File: config.mk
export PLATFORM = sky130hd
export DESIGN_NAME = matrix_softmax_top
export DESIGN_NICKNAME = d
export VERILOG_FILES = /design/src/source/softmax_cmd_pkg.sv /design/src/source/softmax_data_pkg.sv /design/src/source/matrix_softmax_top.sv /design/src/source/softmax_decode.sv /design/src/source/softmax_divider.sv /design/src/source/softmax_execute.sv /design/src/source/softmax_result.sv
export VERILOG_INCLUDE_DIRS = /design/src /design/src/include
export SDC_FILE = /design/constraint.sdc
export NUM_CORES = 2
export LEC_CHECK = 0
export BUFFER_PORTS_ARGS = -buffer_cell sky130_fd_sc_hd__buf_2
export CAP_MARGIN = 20
export CORE_MARGIN = 1
export CORE_UTILIZATION = 35
export CTS_CLUSTER_DIAMETER = 40
export DETAILED_ROUTE_END_ITERATION = 12
export HOLD_SLACK_MARGIN = 0.1
export PLACE_DENSITY = 0.54
export REMOVE_ABC_BUFFERS = 1
export SLEW_MARGIN = 20
export SYNTH_ARGS = -nofsm -noshare
export SYNTH_HDL_FRONTEND = slang
export SYNTH_HIERARCHICAL = 1
export SYNTH_SLANG_ARGS = --single-unit
File: constraint.sdc
create_clock -name CLK -period 3.26 [get_ports CLK]
set_input_delay 0.163 -clock CLK [delete_from_list [all_inputs] [get_ports CLK]]
set_output_delay 0.163 -clock CLK [all_outputs]
set_load 0.03 [all_outputs]
File: src/include/softmax_defs.svh
// Softmax macros: data width, fraction bits, exponent clamp, buffer depth, index width
`ifndef SOFTMAX_DEFS_SVH
`define SOFTMAX_DEFS_SVH

////////////////////
// Datapath widths
////////////////////

// Data word and divider width
`define SM_DATA_SIZE 32

// Fraction bits of each quotient
`define SM_FRAC_BITS 16

////////////////////
// Limits
////////////////////

// Largest exponent taken as is
`define SM_MAX_EXP 15

// Buffer depth, largest group
`define SM_MAX_ELEMS 64

// Width of a row or column index and of a size
`define SM_INDEX_SIZE 6

`endif

File: src/source/softmax_cmd_pkg.sv
// Command package: opcode enum and matrix command struct
`default_nettype none

package softmax_cmd_pkg;

`include "softmax_defs.svh"

  ////////////////////
  // Opcodes
  ////////////////////

  // Group selection for the sum
  typedef enum logic {
    OP_ROW    = 1'b0, // each row normalized on its own
    OP_MATRIX = 1'b1  // one sum over the full matrix
  } sm_opcode_t;

  ////////////////////
  // Command word
  ////////////////////

  // Start a matrix of this shape
  // Sizes are counts, not last indices
  typedef struct packed {
    sm_opcode_t                 opcode;
    logic [`SM_INDEX_SIZE-1:0]  size_i;
    logic [`SM_INDEX_SIZE-1:0]  size_j;
  } sm_cmd_t;

endpackage

`default_nettype wire

File: src/source/softmax_data_pkg.sv
// Data package: element, buffer entry and result structs, decode and result FSM states
`default_nettype none

package softmax_data_pkg;

`include "softmax_defs.svh"

  ////////////////////
  // Datapath words
  ////////////////////

  // Input element with boundary tags from decode
  typedef struct packed {
    logic [`SM_DATA_SIZE-1:0] value;
    logic                     last_col;
    logic                     last_row;
    logic                     last_group;
  } sm_elem_t;

  // One buffer word, power of two plus its position
  typedef struct packed {
    logic [`SM_DATA_SIZE-1:0] value;
    logic                     last_col;
    logic                     last_row;
  } sm_entry_t;

  // Output quotient and its strobes
  typedef struct packed {
    logic [`SM_DATA_SIZE-1:0] value;
    logic                     scalar_enable;
    logic                     vector_enable;
    logic                     matrix_enable;
  } sm_result_t;

  ////////////////////
  // FSM states
  ////////////////////

  typedef enum logic {
    IDLE,
    STREAM
  } sm_decode_state_t;

  typedef enum logic [1:0] {
    WAIT,
    LOAD,
    DIVIDE,
    EMIT
  } sm_result_state_t;

endpackage

`default_nettype wire

File: src/source/matrix_softmax_top.sv
// Matrix softmax top: decode, execute and result stages
`default_nettype none

`include "softmax_defs.svh"

module matrix_softmax_top (
  input  logic                         CLK,
  input  logic                         RST,
  input  logic                         start,
  input  softmax_cmd_pkg::sm_cmd_t     cmd,
  input  logic                         data_in_enable,
  input  logic [`SM_DATA_SIZE-1:0]     data_in,
  output logic                         accept,
  output softmax_data_pkg::sm_result_t result,
  output logic                         ready
);

  ////////////////////
  // Stage links
  ////////////////////

  // Decode to execute
  logic                        elem_valid;
  softmax_data_pkg::sm_elem_t  elem;
  // Run in progress, watched by the bound checks
  logic                        busy;

  // Execute to result
  logic                        wr_enable;
  softmax_data_pkg::sm_entry_t wr_entry;
  logic                        group_done;
  logic [`SM_DATA_SIZE-1:0]    group_sum;

  // Result back to decode
  logic                        draining;

  softmax_decode u_decode (
    .CLK            (CLK),
    .RST            (RST),
    .start          (start),
    .cmd            (cmd),
    .data_in_enable (data_in_enable),
    .data_in        (data_in),
    .draining       (draining),
    .accept         (accept),
    .elem_valid     (elem_valid),
    .elem           (elem),
    .busy           (busy)
  );

  softmax_execute u_execute (
    .CLK        (CLK),
    .RST        (RST),
    .elem_valid (elem_valid),
    .elem       (elem),
    .wr_enable  (wr_enable),
    .wr_entry   (wr_entry),
    .group_done (group_done),
    .group_sum  (group_sum)
  );

  softmax_result u_result (
    .CLK        (CLK),
    .RST        (RST),
    .wr_enable  (wr_enable),
    .wr_entry   (wr_entry),
    .group_done (group_done),
    .group_sum  (group_sum),
    .draining   (draining),
    .result     (result),
    .ready      (ready)
  );

endmodule

`default_nettype wire

File: src/source/softmax_decode.sv
// Softmax decode: command capture, row and column counters, element boundary tagging
`default_nettype none

`include "softmax_defs.svh"

module softmax_decode (
  input  logic                          CLK,
  input  logic                          RST,
  input  logic                          start,
  input  softmax_cmd_pkg::sm_cmd_t      cmd,
  input  logic                          data_in_enable,
  input  logic [`SM_DATA_SIZE-1:0]      data_in,
  input  logic                          draining,
  output logic                          accept,
  output logic                          elem_valid,
  output softmax_data_pkg::sm_elem_t    elem,
  output logic                          busy
);

  localparam logic [`SM_INDEX_SIZE-1:0] IDX_ONE = 1;

  softmax_data_pkg::sm_decode_state_t state;

  // Shape of the running matrix
  softmax_cmd_pkg::sm_opcode_t  opcode_q;
  logic [`SM_INDEX_SIZE-1:0]    size_i_q;
  logic [`SM_INDEX_SIZE-1:0]    size_j_q;

  // Index loops
  logic [`SM_INDEX_SIZE-1:0]    col;
  logic [`SM_INDEX_SIZE-1:0]    row;

  logic hold;     // group closed, waiting for drain
  logic final_q;  // last matrix element taken
  logic take;
  logic last_col;
  logic last_row;
  logic last_group;

  ////////////////////
  // Tags
  ////////////////////

  assign last_col = (col == size_j_q - IDX_ONE);
  assign last_row = (row == size_i_q - IDX_ONE);
  // Row mode closes a group at each row end
  assign last_group = last_col && (last_row || (opcode_q == softmax_cmd_pkg::OP_ROW));

  assign accept = (state == softmax_data_pkg::STREAM) && !hold && !draining && !final_q;
  assign take   = data_in_enable && accept;
  assign busy   = (state == softmax_data_pkg::STREAM);

  ////////////////////
  // Control FSM
  ////////////////////

  always_ff @(posedge CLK or posedge RST) begin
    if (RST) begin
      state      <= softmax_data_pkg::IDLE;
      col        <= '0;
      row        <= '0;
      hold       <= 1'b0;
      final_q    <= 1'b0;
      elem_valid <= 1'b0;
    end else begin
      elem_valid <= take;
      case (state)
        softmax_data_pkg::IDLE: begin
          if (start) begin
            col     <= '0;
            row     <= '0;
            hold    <= 1'b0;
            final_q <= 1'b0;
            state   <= softmax_data_pkg::STREAM;
          end
        end
        default: begin
          if (take) begin
            // Column loop wraps into the row loop
            if (last_col) begin
              col <= '0;
              row <= row + IDX_ONE;
            end else begin
              col <= col + IDX_ONE;
            end
            hold    <= last_group;
            final_q <= last_col && last_row;
          end
          // Drain has started, let it finish
          if (hold && draining) begin
            hold <= 1'b0;
          end
          if (final_q && !hold && !draining) begin
            state <= softmax_data_pkg::IDLE;
          end
        end
      endcase
    end
  end

  // Command and element payload
  always_ff @(posedge CLK) begin
    if (start && (state == softmax_data_pkg::IDLE)) begin
      opcode_q <= cmd.opcode;
      size_i_q <= cmd.size_i;
      size_j_q <= cmd.size_j;
    end
    if (take) begin
      elem <= '{value: data_in, last_col: last_col, last_row: last_row,
                last_group: last_group};
    end
  end

endmodule

`default_nettype wire

File: src/source/softmax_divider.sv
// Serial restoring divider, one quotient bit per cycle
`default_nettype none

`include "softmax_defs.svh"

module softmax_divider (
  input  logic                     CLK,
  input  logic                     RST,
  input  logic                     load,
  input  logic [`SM_DATA_SIZE-1:0] dividend,
  input  logic [`SM_DATA_SIZE-1:0] divisor,
  output logic                     done,
  output logic [`SM_DATA_SIZE-1:0] quotient
);

  localparam int CNT_W = $clog2(`SM_DATA_SIZE + 1);

  logic                     active;
  logic [CNT_W-1:0]         count;
  logic [`SM_DATA_SIZE-1:0] rem;
  logic [`SM_DATA_SIZE-1:0] div_q;
  logic [`SM_DATA_SIZE:0]   trial;
  logic [`SM_DATA_SIZE:0]   diff;
  logic                     q_bit;

  // Shift in next dividend bit, try subtract
  assign trial = {rem, quotient[`SM_DATA_SIZE-1]};
  assign diff  = trial - {1'b0, div_q};
  // Sign clear means the subtract fits
  assign q_bit = !diff[`SM_DATA_SIZE];

  ////////////////////
  // Step counter
  ////////////////////

  always_ff @(posedge CLK or posedge RST) begin
    if (RST) begin
      active <= 1'b0;
      count  <= '0;
      done   <= 1'b0;
    end else begin
      done <= 1'b0;
      if (load) begin
        active <= 1'b1;
        count  <= CNT_W'(`SM_DATA_SIZE);
      end else if (active) begin
        count <= count - 1'b1;
        if (count == CNT_W'(1)) begin
          active <= 1'b0;
          done   <= 1'b1;
        end
      end
    end
  end

  // Quotient shifts in from the right as dividend bits leave
  always_ff @(posedge CLK) begin
    if (load) begin
      rem      <= '0;
      quotient <= dividend;
      div_q    <= divisor;
    end else if (active) begin
      rem      <= q_bit ? diff[`SM_DATA_SIZE-1:0] : trial[`SM_DATA_SIZE-1:0];
      quotient <= {quotient[`SM_DATA_SIZE-2:0], q_bit};
    end
  end

endmodule

`default_nettype wire

File: src/source/softmax_execute.sv
// Softmax execute: exponent clamp, power of two, group sum accumulation, buffer write
`default_nettype none

`include "softmax_defs.svh"

module softmax_execute (
  input  logic                        CLK,
  input  logic                        RST,
  input  logic                        elem_valid,
  input  softmax_data_pkg::sm_elem_t  elem,
  output logic                        wr_enable,
  output softmax_data_pkg::sm_entry_t wr_entry,
  output logic                        group_done,
  output logic [`SM_DATA_SIZE-1:0]    group_sum
);

  // Enough bits for the clamped exponent
  localparam int EXP_W = $clog2(`SM_MAX_EXP + 1);

  localparam logic [`SM_DATA_SIZE-1:0] ONE_WORD = 1;

  logic [EXP_W-1:0]         exp_clamped;
  logic [`SM_DATA_SIZE-1:0] pow_value;
  logic [`SM_DATA_SIZE-1:0] sum_acc;
  logic [`SM_DATA_SIZE-1:0] sum_next;

  ////////////////////
  // Exponent
  ////////////////////

  // Saturate large exponents
  always_comb begin
    if (elem.value > `SM_MAX_EXP) begin
      exp_clamped = EXP_W'(`SM_MAX_EXP);
    end else begin
      exp_clamped = elem.value[EXP_W-1:0];
    end
  end

  // Base two exponential
  assign pow_value = ONE_WORD << exp_clamped;

  // Sum including this element
  assign sum_next = sum_acc + pow_value;

  ////////////////////
  // Accumulator
  ////////////////////

  always_ff @(posedge CLK or posedge RST) begin
    if (RST) begin
      sum_acc    <= '0;
      wr_enable  <= 1'b0;
      group_done <= 1'b0;
    end else begin
      wr_enable  <= elem_valid;
      group_done <= elem_valid && elem.last_group;
      if (elem_valid) begin
        // Group end restarts the sum
        if (elem.last_group) begin
          sum_acc <= '0;
        end else begin
          sum_acc <= sum_next;
        end
      end
    end
  end

  ////////////////////
  // Buffer word
  ////////////////////

  // Entry and final sum, qualified by the strobes above
  always_ff @(posedge CLK) begin
    if (elem_valid) begin
      wr_entry.value    <= pow_value;
      wr_entry.last_col <= elem.last_col;
      wr_entry.last_row <= elem.last_row;
      group_sum         <= sum_next;
    end
  end

endmodule

`default_nettype wire

File: src/source/softmax_result.sv
// Softmax result: exponent buffer, drain FSM, divider, output strobes
`default_nettype none

`include "softmax_defs.svh"

module softmax_result (
  input  logic                         CLK,
  input  logic                         RST,
  input  logic                         wr_enable,
  input  softmax_data_pkg::sm_entry_t  wr_entry,
  input  logic                         group_done,
  input  logic [`SM_DATA_SIZE-1:0]     group_sum,
  output logic                         draining,
  output softmax_data_pkg::sm_result_t result,
  output logic                         ready
);

  localparam logic [`SM_INDEX_SIZE-1:0] IDX_ONE = 1;

  softmax_data_pkg::sm_result_state_t state;
  softmax_data_pkg::sm_entry_t        buffer [`SM_MAX_ELEMS];
  softmax_data_pkg::sm_entry_t        rd_entry;

  logic [`SM_INDEX_SIZE-1:0] wr_ptr;
  logic [`SM_INDEX_SIZE-1:0] rd_ptr;
  logic [`SM_INDEX_SIZE-1:0] rd_next;
  logic                      last_entry;
  logic [`SM_DATA_SIZE-1:0]  sum_q;
  logic [`SM_DATA_SIZE-1:0]  quotient;
  logic [`SM_DATA_SIZE-1:0]  value_q;
  logic                      div_done;
  logic                      scalar_q;
  logic                      vector_q;
  logic                      matrix_q;

  assign rd_entry   = buffer[rd_ptr];
  assign rd_next    = rd_ptr + IDX_ONE;
  // Wraps to zero on a full buffer
  assign last_entry = (rd_next == wr_ptr);

  always_ff @(posedge CLK) begin
    if (wr_enable) begin
      buffer[wr_ptr] <= wr_entry;
    end
    if (group_done) begin
      sum_q <= group_sum;
    end
    if (div_done) begin
      value_q <= quotient;
    end
  end

  ////////////////////
  // Drain FSM
  ////////////////////

  always_ff @(posedge CLK or posedge RST) begin
    if (RST) begin
      state <= softmax_data_pkg::WAIT;
      wr_ptr <= '0;
      rd_ptr <= '0;
      draining <= 1'b0;
      scalar_q <= 1'b0;
      vector_q <= 1'b0;
      matrix_q <= 1'b0;
    end else begin
      scalar_q <= 1'b0;
      vector_q <= 1'b0;
      matrix_q <= 1'b0;
      if (wr_enable) wr_ptr <= wr_ptr + IDX_ONE;
      case (state)
        softmax_data_pkg::WAIT: if (group_done) begin
          rd_ptr <= '0;
          draining <= 1'b1;
          state <= softmax_data_pkg::LOAD;
        end
        softmax_data_pkg::LOAD: state <= softmax_data_pkg::DIVIDE;
        softmax_data_pkg::DIVIDE: if (div_done) begin
          // Strobes follow the entry position
          scalar_q <= 1'b1;
          vector_q <= rd_entry.last_col;
          matrix_q <= rd_entry.last_col && rd_entry.last_row;
          state <= softmax_data_pkg::EMIT;
        end
        default: if (last_entry) begin
          wr_ptr <= '0;
          rd_ptr <= '0;
          draining <= 1'b0;
          state <= softmax_data_pkg::WAIT;
        end else begin
          rd_ptr <= rd_next;
          state <= softmax_data_pkg::LOAD;
        end
      endcase
    end
  end

  // Scaled power over the group sum
  softmax_divider u_divider (
    .CLK      (CLK),
    .RST      (RST),
    .load     (state == softmax_data_pkg::LOAD),
    .dividend (rd_entry.value << `SM_FRAC_BITS),
    .divisor  (sum_q),
    .done     (div_done),
    .quotient (quotient)
  );

  assign result = '{value: value_q, scalar_enable: scalar_q, vector_enable: vector_q,
                    matrix_enable: matrix_q};
  assign ready  = matrix_q;

endmodule

`default_nettype wire

==> metrics.txt <==
# TYPE chip_impl_metric gauge
chip_impl_metric{name="power_per_cell_area",unit="nW/um2"} 839
chip_impl_metric{name="dp_slack",unit="ns"} -0.465
chip_impl_metric{name="fp.dieArea",unit="um2"} 175000
chip_impl_metric{name="gp_routability_congestion",unit=""} 0.852
chip_impl_metric{name="tightest_slew",unit="ns"} 1.05
chip_impl_metric{name="final_hold_viol_count",unit=""} 0
chip_impl_metric{name="power.ir.vdd_worst",unit="V"} 0.000450
chip_impl_metric{name="detail_route.first_pass.iterations",unit=""} 5
chip_impl_metric{name="layout.filler_cells",unit=""} 15100
chip_impl_info{name="worstSetupEndpointType",value="flop"} 1
chip_impl_metric{name="slew_viol_final",unit=""} 0
chip_impl_metric{name="ant_nets",unit=""} 0
chip_impl_metric{name="power_frac_seq",unit="%"} 38.0
chip_impl_metric{name="avgSynthCellArea",unit="um2"} 19.0
chip_impl_metric{name="port_buffers",unit=""} 85
chip_impl_metric{name="finalWorstPathRequiredPeriod",unit="ns"} 3.54
chip_impl_info{name="tritoncts_clock_tree",value="done"} 1
chip_impl_metric{name="num_rows",unit=""} 152
chip_impl_metric{name="leakagePower",unit="nW"} 24.8
chip_impl_metric{name="drt-vias-per-instance",unit=""} 5.11
chip_impl_info{name="ctsRootBufferMaster",value="sky130_fd_sc_hd__clkbuf_16"} 1
chip_impl_metric{name="post-layout-total-power",unit="mW"} 61.9
chip_impl_info{name="critPathKind",value="reg2reg"} 1
chip_impl_metric{name="combPwrFrac",unit="%"} 28.2
chip_impl_metric{name="final_critical_path_setup_slack",unit="ns"} -0.283
chip_impl_metric{name="die_h",unit="um"} 418
chip_impl_metric{name="numCtsBuffers",unit=""} 191
chip_impl_metric{name="netlist_area",unit="um2"} 60500
chip_impl_metric{name="antenna_found_initial",unit=""} 3
chip_impl_metric{name="p_int",unit="mW"} 43.0
chip_impl_metric{name="route.vias.total",unit=""} 31700
chip_impl_metric{name="clk_latency",unit="ns"} 0.82
chip_impl_metric{name="grt_max_degree",unit=""} 68
chip_impl_metric{name="first_global_vias",unit=""} 32300
chip_impl_metric{name="clock-skew-final",unit="ns"} 0.0649
chip_impl_metric{name="setup_violations",unit=""} 46
chip_impl_metric{name="global_route.usage.total",unit="%"} 16.9
chip_impl_metric{name="first_iter_violations",unit=""} 2568
chip_impl_metric{name="grt_pass1_wl",unit="um"} 217000
chip_impl_metric{name="area_growth_from_synthesis_to_final_layout",unit="%"} 22.0
chip_impl_metric{name="initial_core_util",unit="%"} 35.3
chip_impl_metric{name="drv_cap",unit=""} 0
chip_impl_metric{name="upper_clock_frequency_limit",unit="GHz"} 0.282
chip_impl_info{name="crit_path_start_kind",value="flop"} 1
chip_impl_metric{name="post_synth_inst_count",unit=""} 3182
chip_impl_metric{name="path_max_fanout",unit=""} 5
chip_impl_metric{name="grt_overflow",unit=""} 0
chip_impl_metric{name="drc",unit=""} 0
chip_impl_metric{name="cts-htree-levels",unit=""} 4
chip_impl_metric{name="slew-limit-headroom",unit="%"} 30.0
chip_impl_metric{name="place.detailed.hpwl",unit="um"} 88500
chip_impl_metric{name="clk_transition_reported_paths",unit="ns"} 0.06
chip_impl_metric{name="routed_wire_length_per_instance",unit="um"} 23.8
chip_impl_metric{name="final_nets",unit=""} 3827
chip_impl_metric{name="required_time_worst_endpoint",unit="ns"} 3.96
chip_impl_info{name="run_status",value="complete, but fails checks"} 1
chip_impl_metric{name="psw",unit="mW"} 18.9
chip_impl_info{name="hp-class",value="in2reg"} 1
chip_impl_metric{name="timing.critical_path.arrival",unit="ns"} 4.24
chip_impl_metric{name="core-area",unit="um2"} 172000
chip_impl_info{name="rsz0062_at_grt",value="yes"} 1
chip_impl_metric{name="swShare",unit="%"} 30.6
chip_impl_metric{name="die_width",unit="um"} 418
chip_impl_metric{name="ctsLongestPathBuffers",unit=""} 3
chip_impl_metric{name="drt-total-wl",unit="um"} 147000
chip_impl_info{name="failed_checks",value="setup timing"} 1
chip_impl_metric{name="clkPwrFrac",unit="%"} 33.8
chip_impl_metric{name="min_period_over_period",unit="%"} 109
chip_impl_metric{name="drive_above_1_share",unit="%"} 32.7
chip_impl_metric{name="yosysWarnings",unit=""} 6
chip_impl_metric{name="clkSinkCount",unit=""} 1486
chip_impl_metric{name="ports_placed_on_the_boundary",unit=""} 86
chip_impl_metric{name="final.hold.worst_slack",unit="ns"} 0.131
[registers in the layout, summed over array words and instances (netlist names), 2 cells and up]
register / count
u_decode/size_i_q: 6
u_decode/size_j_q: 6
u_result/rd_ptr: 6
u_result/value_q: 32
u_decode/elem: 35
u_decode/col: 6
u_result/u_divider/rem: 32
u_execute/wr_entry: 18
u_result/u_divider/count: 6
u_execute/sum_acc: 32
u_result/sum_q: 32
u_result/buffer: 1152
u_result/state: 2
u_result/u_divider/quotient: 32
u_result/wr_ptr: 6
u_decode/row: 6
u_execute/group_sum: 32
u_result/u_divider/div_q: 32
[what timing repair did]
item,4_1_cts,5_1_grt
endpoints found under the hold margin,122,0
hold buffers,91,0
pin swaps,28,45
setup endpoints to repair,50,77
cloned,0,1
gates resized for setup,45,82
setup buffers,15,14
[cell usage in the layout (no fill, tap or decap), types with 31 or more instances in the layout]
cell type                       count
sky130_fd_sc_hd__clkbuf_16        195
sky130_fd_sc_hd__nand3_1           37
sky130_fd_sc_hd__nor2_2            73
sky130_fd_sc_hd__mux2_2            34
sky130_fd_sc_hd__ha_1              51
sky130_fd_sc_hd__buf_2             85
sky130_fd_sc_hd__mux2i_1          102
sky130_fd_sc_hd__mux4_2           320
sky130_fd_sc_hd__a211oi_1          34
sky130_fd_sc_hd__xnor2_1           53
sky130_fd_sc_hd__edfxtp_1        1378
sky130_fd_sc_hd__nor2_1            93
sky130_fd_sc_hd__o211ai_1          31
sky130_fd_sc_hd__dlygate4sd3_1     91
sky130_fd_sc_hd__buf_4            273
sky130_fd_sc_hd__dfxtp_1           32
sky130_fd_sc_hd__a21oi_1           47
sky130_fd_sc_hd__xor2_1            32
sky130_fd_sc_hd__nand2_1          107
sky130_fd_sc_hd__inv_1             72
sky130_fd_sc_hd__dfrtp_1           68
[layout make-up]
class                           count  area [um2]  share of cell area, %
Timing Repair Buffer              485        4010                   5.43
Clock inverter                    135        1510                   2.04
Sequential cell                  1486       43900                   59.5
Inverter                           76         285                  0.387
Antenna cell                        2        5.00                0.00678
Multi-Input combinational cell   1475       16200                   22.0
Tap cell                         2310        2890                   3.92
Clock buffer                      222        4960                   6.72
[path summary, 6_finish.rpt]
kind | start | end | slack (ns) | cells after the start
worst max-delay path | u_decode/elem[26]$_DFFE_PP_ | u_execute/sum_acc[28]$_DFFE_PP0P_ | -0.28 | 13
worst min-delay path | data_in[19] | u_decode/elem[22]$_DFFE_PP_ | 0.13 | 2
worst max register to register | u_decode/elem[26]$_DFFE_PP_ | u_execute/sum_acc[28]$_DFFE_PP0P_ | -0.28 | 13
worst min register to register | u_execute/group_sum[8]$_DFFE_PP_ | u_result/sum_q[8]$_DFFE_PP_ | 0.42 | 0
max in group asynchronous | RST | u_execute/sum_acc[24]$_DFFE_PP0P_ | 2.18 | 4
min in group asynchronous | RST | u_decode/col[0]$_DFFE_PP0P_ | 0.20 | 3
[metrics by stage]
| stage | instance area (um2) | util (%) | std cells | setup TNS, ns |
|---|---|---|---|---|
| 2_1_floorplan | 59600 | - | 3037 | -339.38 |
| 3_3_place_gp | 65500 | 38.2 | 5713 | -10.21 |
| 3_5_place_dp | 65500 | 38.2 | 5713 | -13.23 |
| 4_1_cts | 73200 | 42.7 | 6174 | -8.34 |
| 5_1_grt | 73800 | 43.0 | 6189 | -14.70 |
| 6_report | 73800 | 43.0 | 6191 | -7.47 |
[power groups by stage]
stage	clock (mW)	combinational, mW	sequential (mW)
floorplan	0	8.91	24.6
detailed placement	0	17.3	23.9
global placement	0	17.3	23.9
global route	22.2	18.8	23.7
CTS	21.4	17.5	23.5
finish	21.0	17.4	23.5
[routing by layer]
layer | GRT usage [%] | vias to the layer above | share of wire (%)
met2 | 26.3 | 798 | 47
met1 | 24.4 | 16600 | 46
met3 | 3.01 | 213 | 5.3
met4 | 4.68 | 0 | 2.1
met5 | 0 | - | 0
li1 | - | 14000 | -
[critical path, stage by stage (launching register included)]
cell,delay (ns)
sky130_fd_sc_hd__edfxtp_1,0.42
sky130_fd_sc_hd__nor4_4,0.29
sky130_fd_sc_hd__nand4_1,0.18
sky130_fd_sc_hd__or4_4,0.59
sky130_fd_sc_hd__nor3_4,0.20
sky130_fd_sc_hd__ha_4,0.18
sky130_fd_sc_hd__fa_2,0.21
sky130_fd_sc_hd__a21o_1,0.19
sky130_fd_sc_hd__a221oi_4,0.08
sky130_fd_sc_hd__buf_6,0.14
sky130_fd_sc_hd__o21ai_4,0.26
sky130_fd_sc_hd__a21oi_4,0.12
sky130_fd_sc_hd__o311a_1,0.30
sky130_fd_sc_hd__a211o_1,0.26
Power figures use the tool's default switching activity.
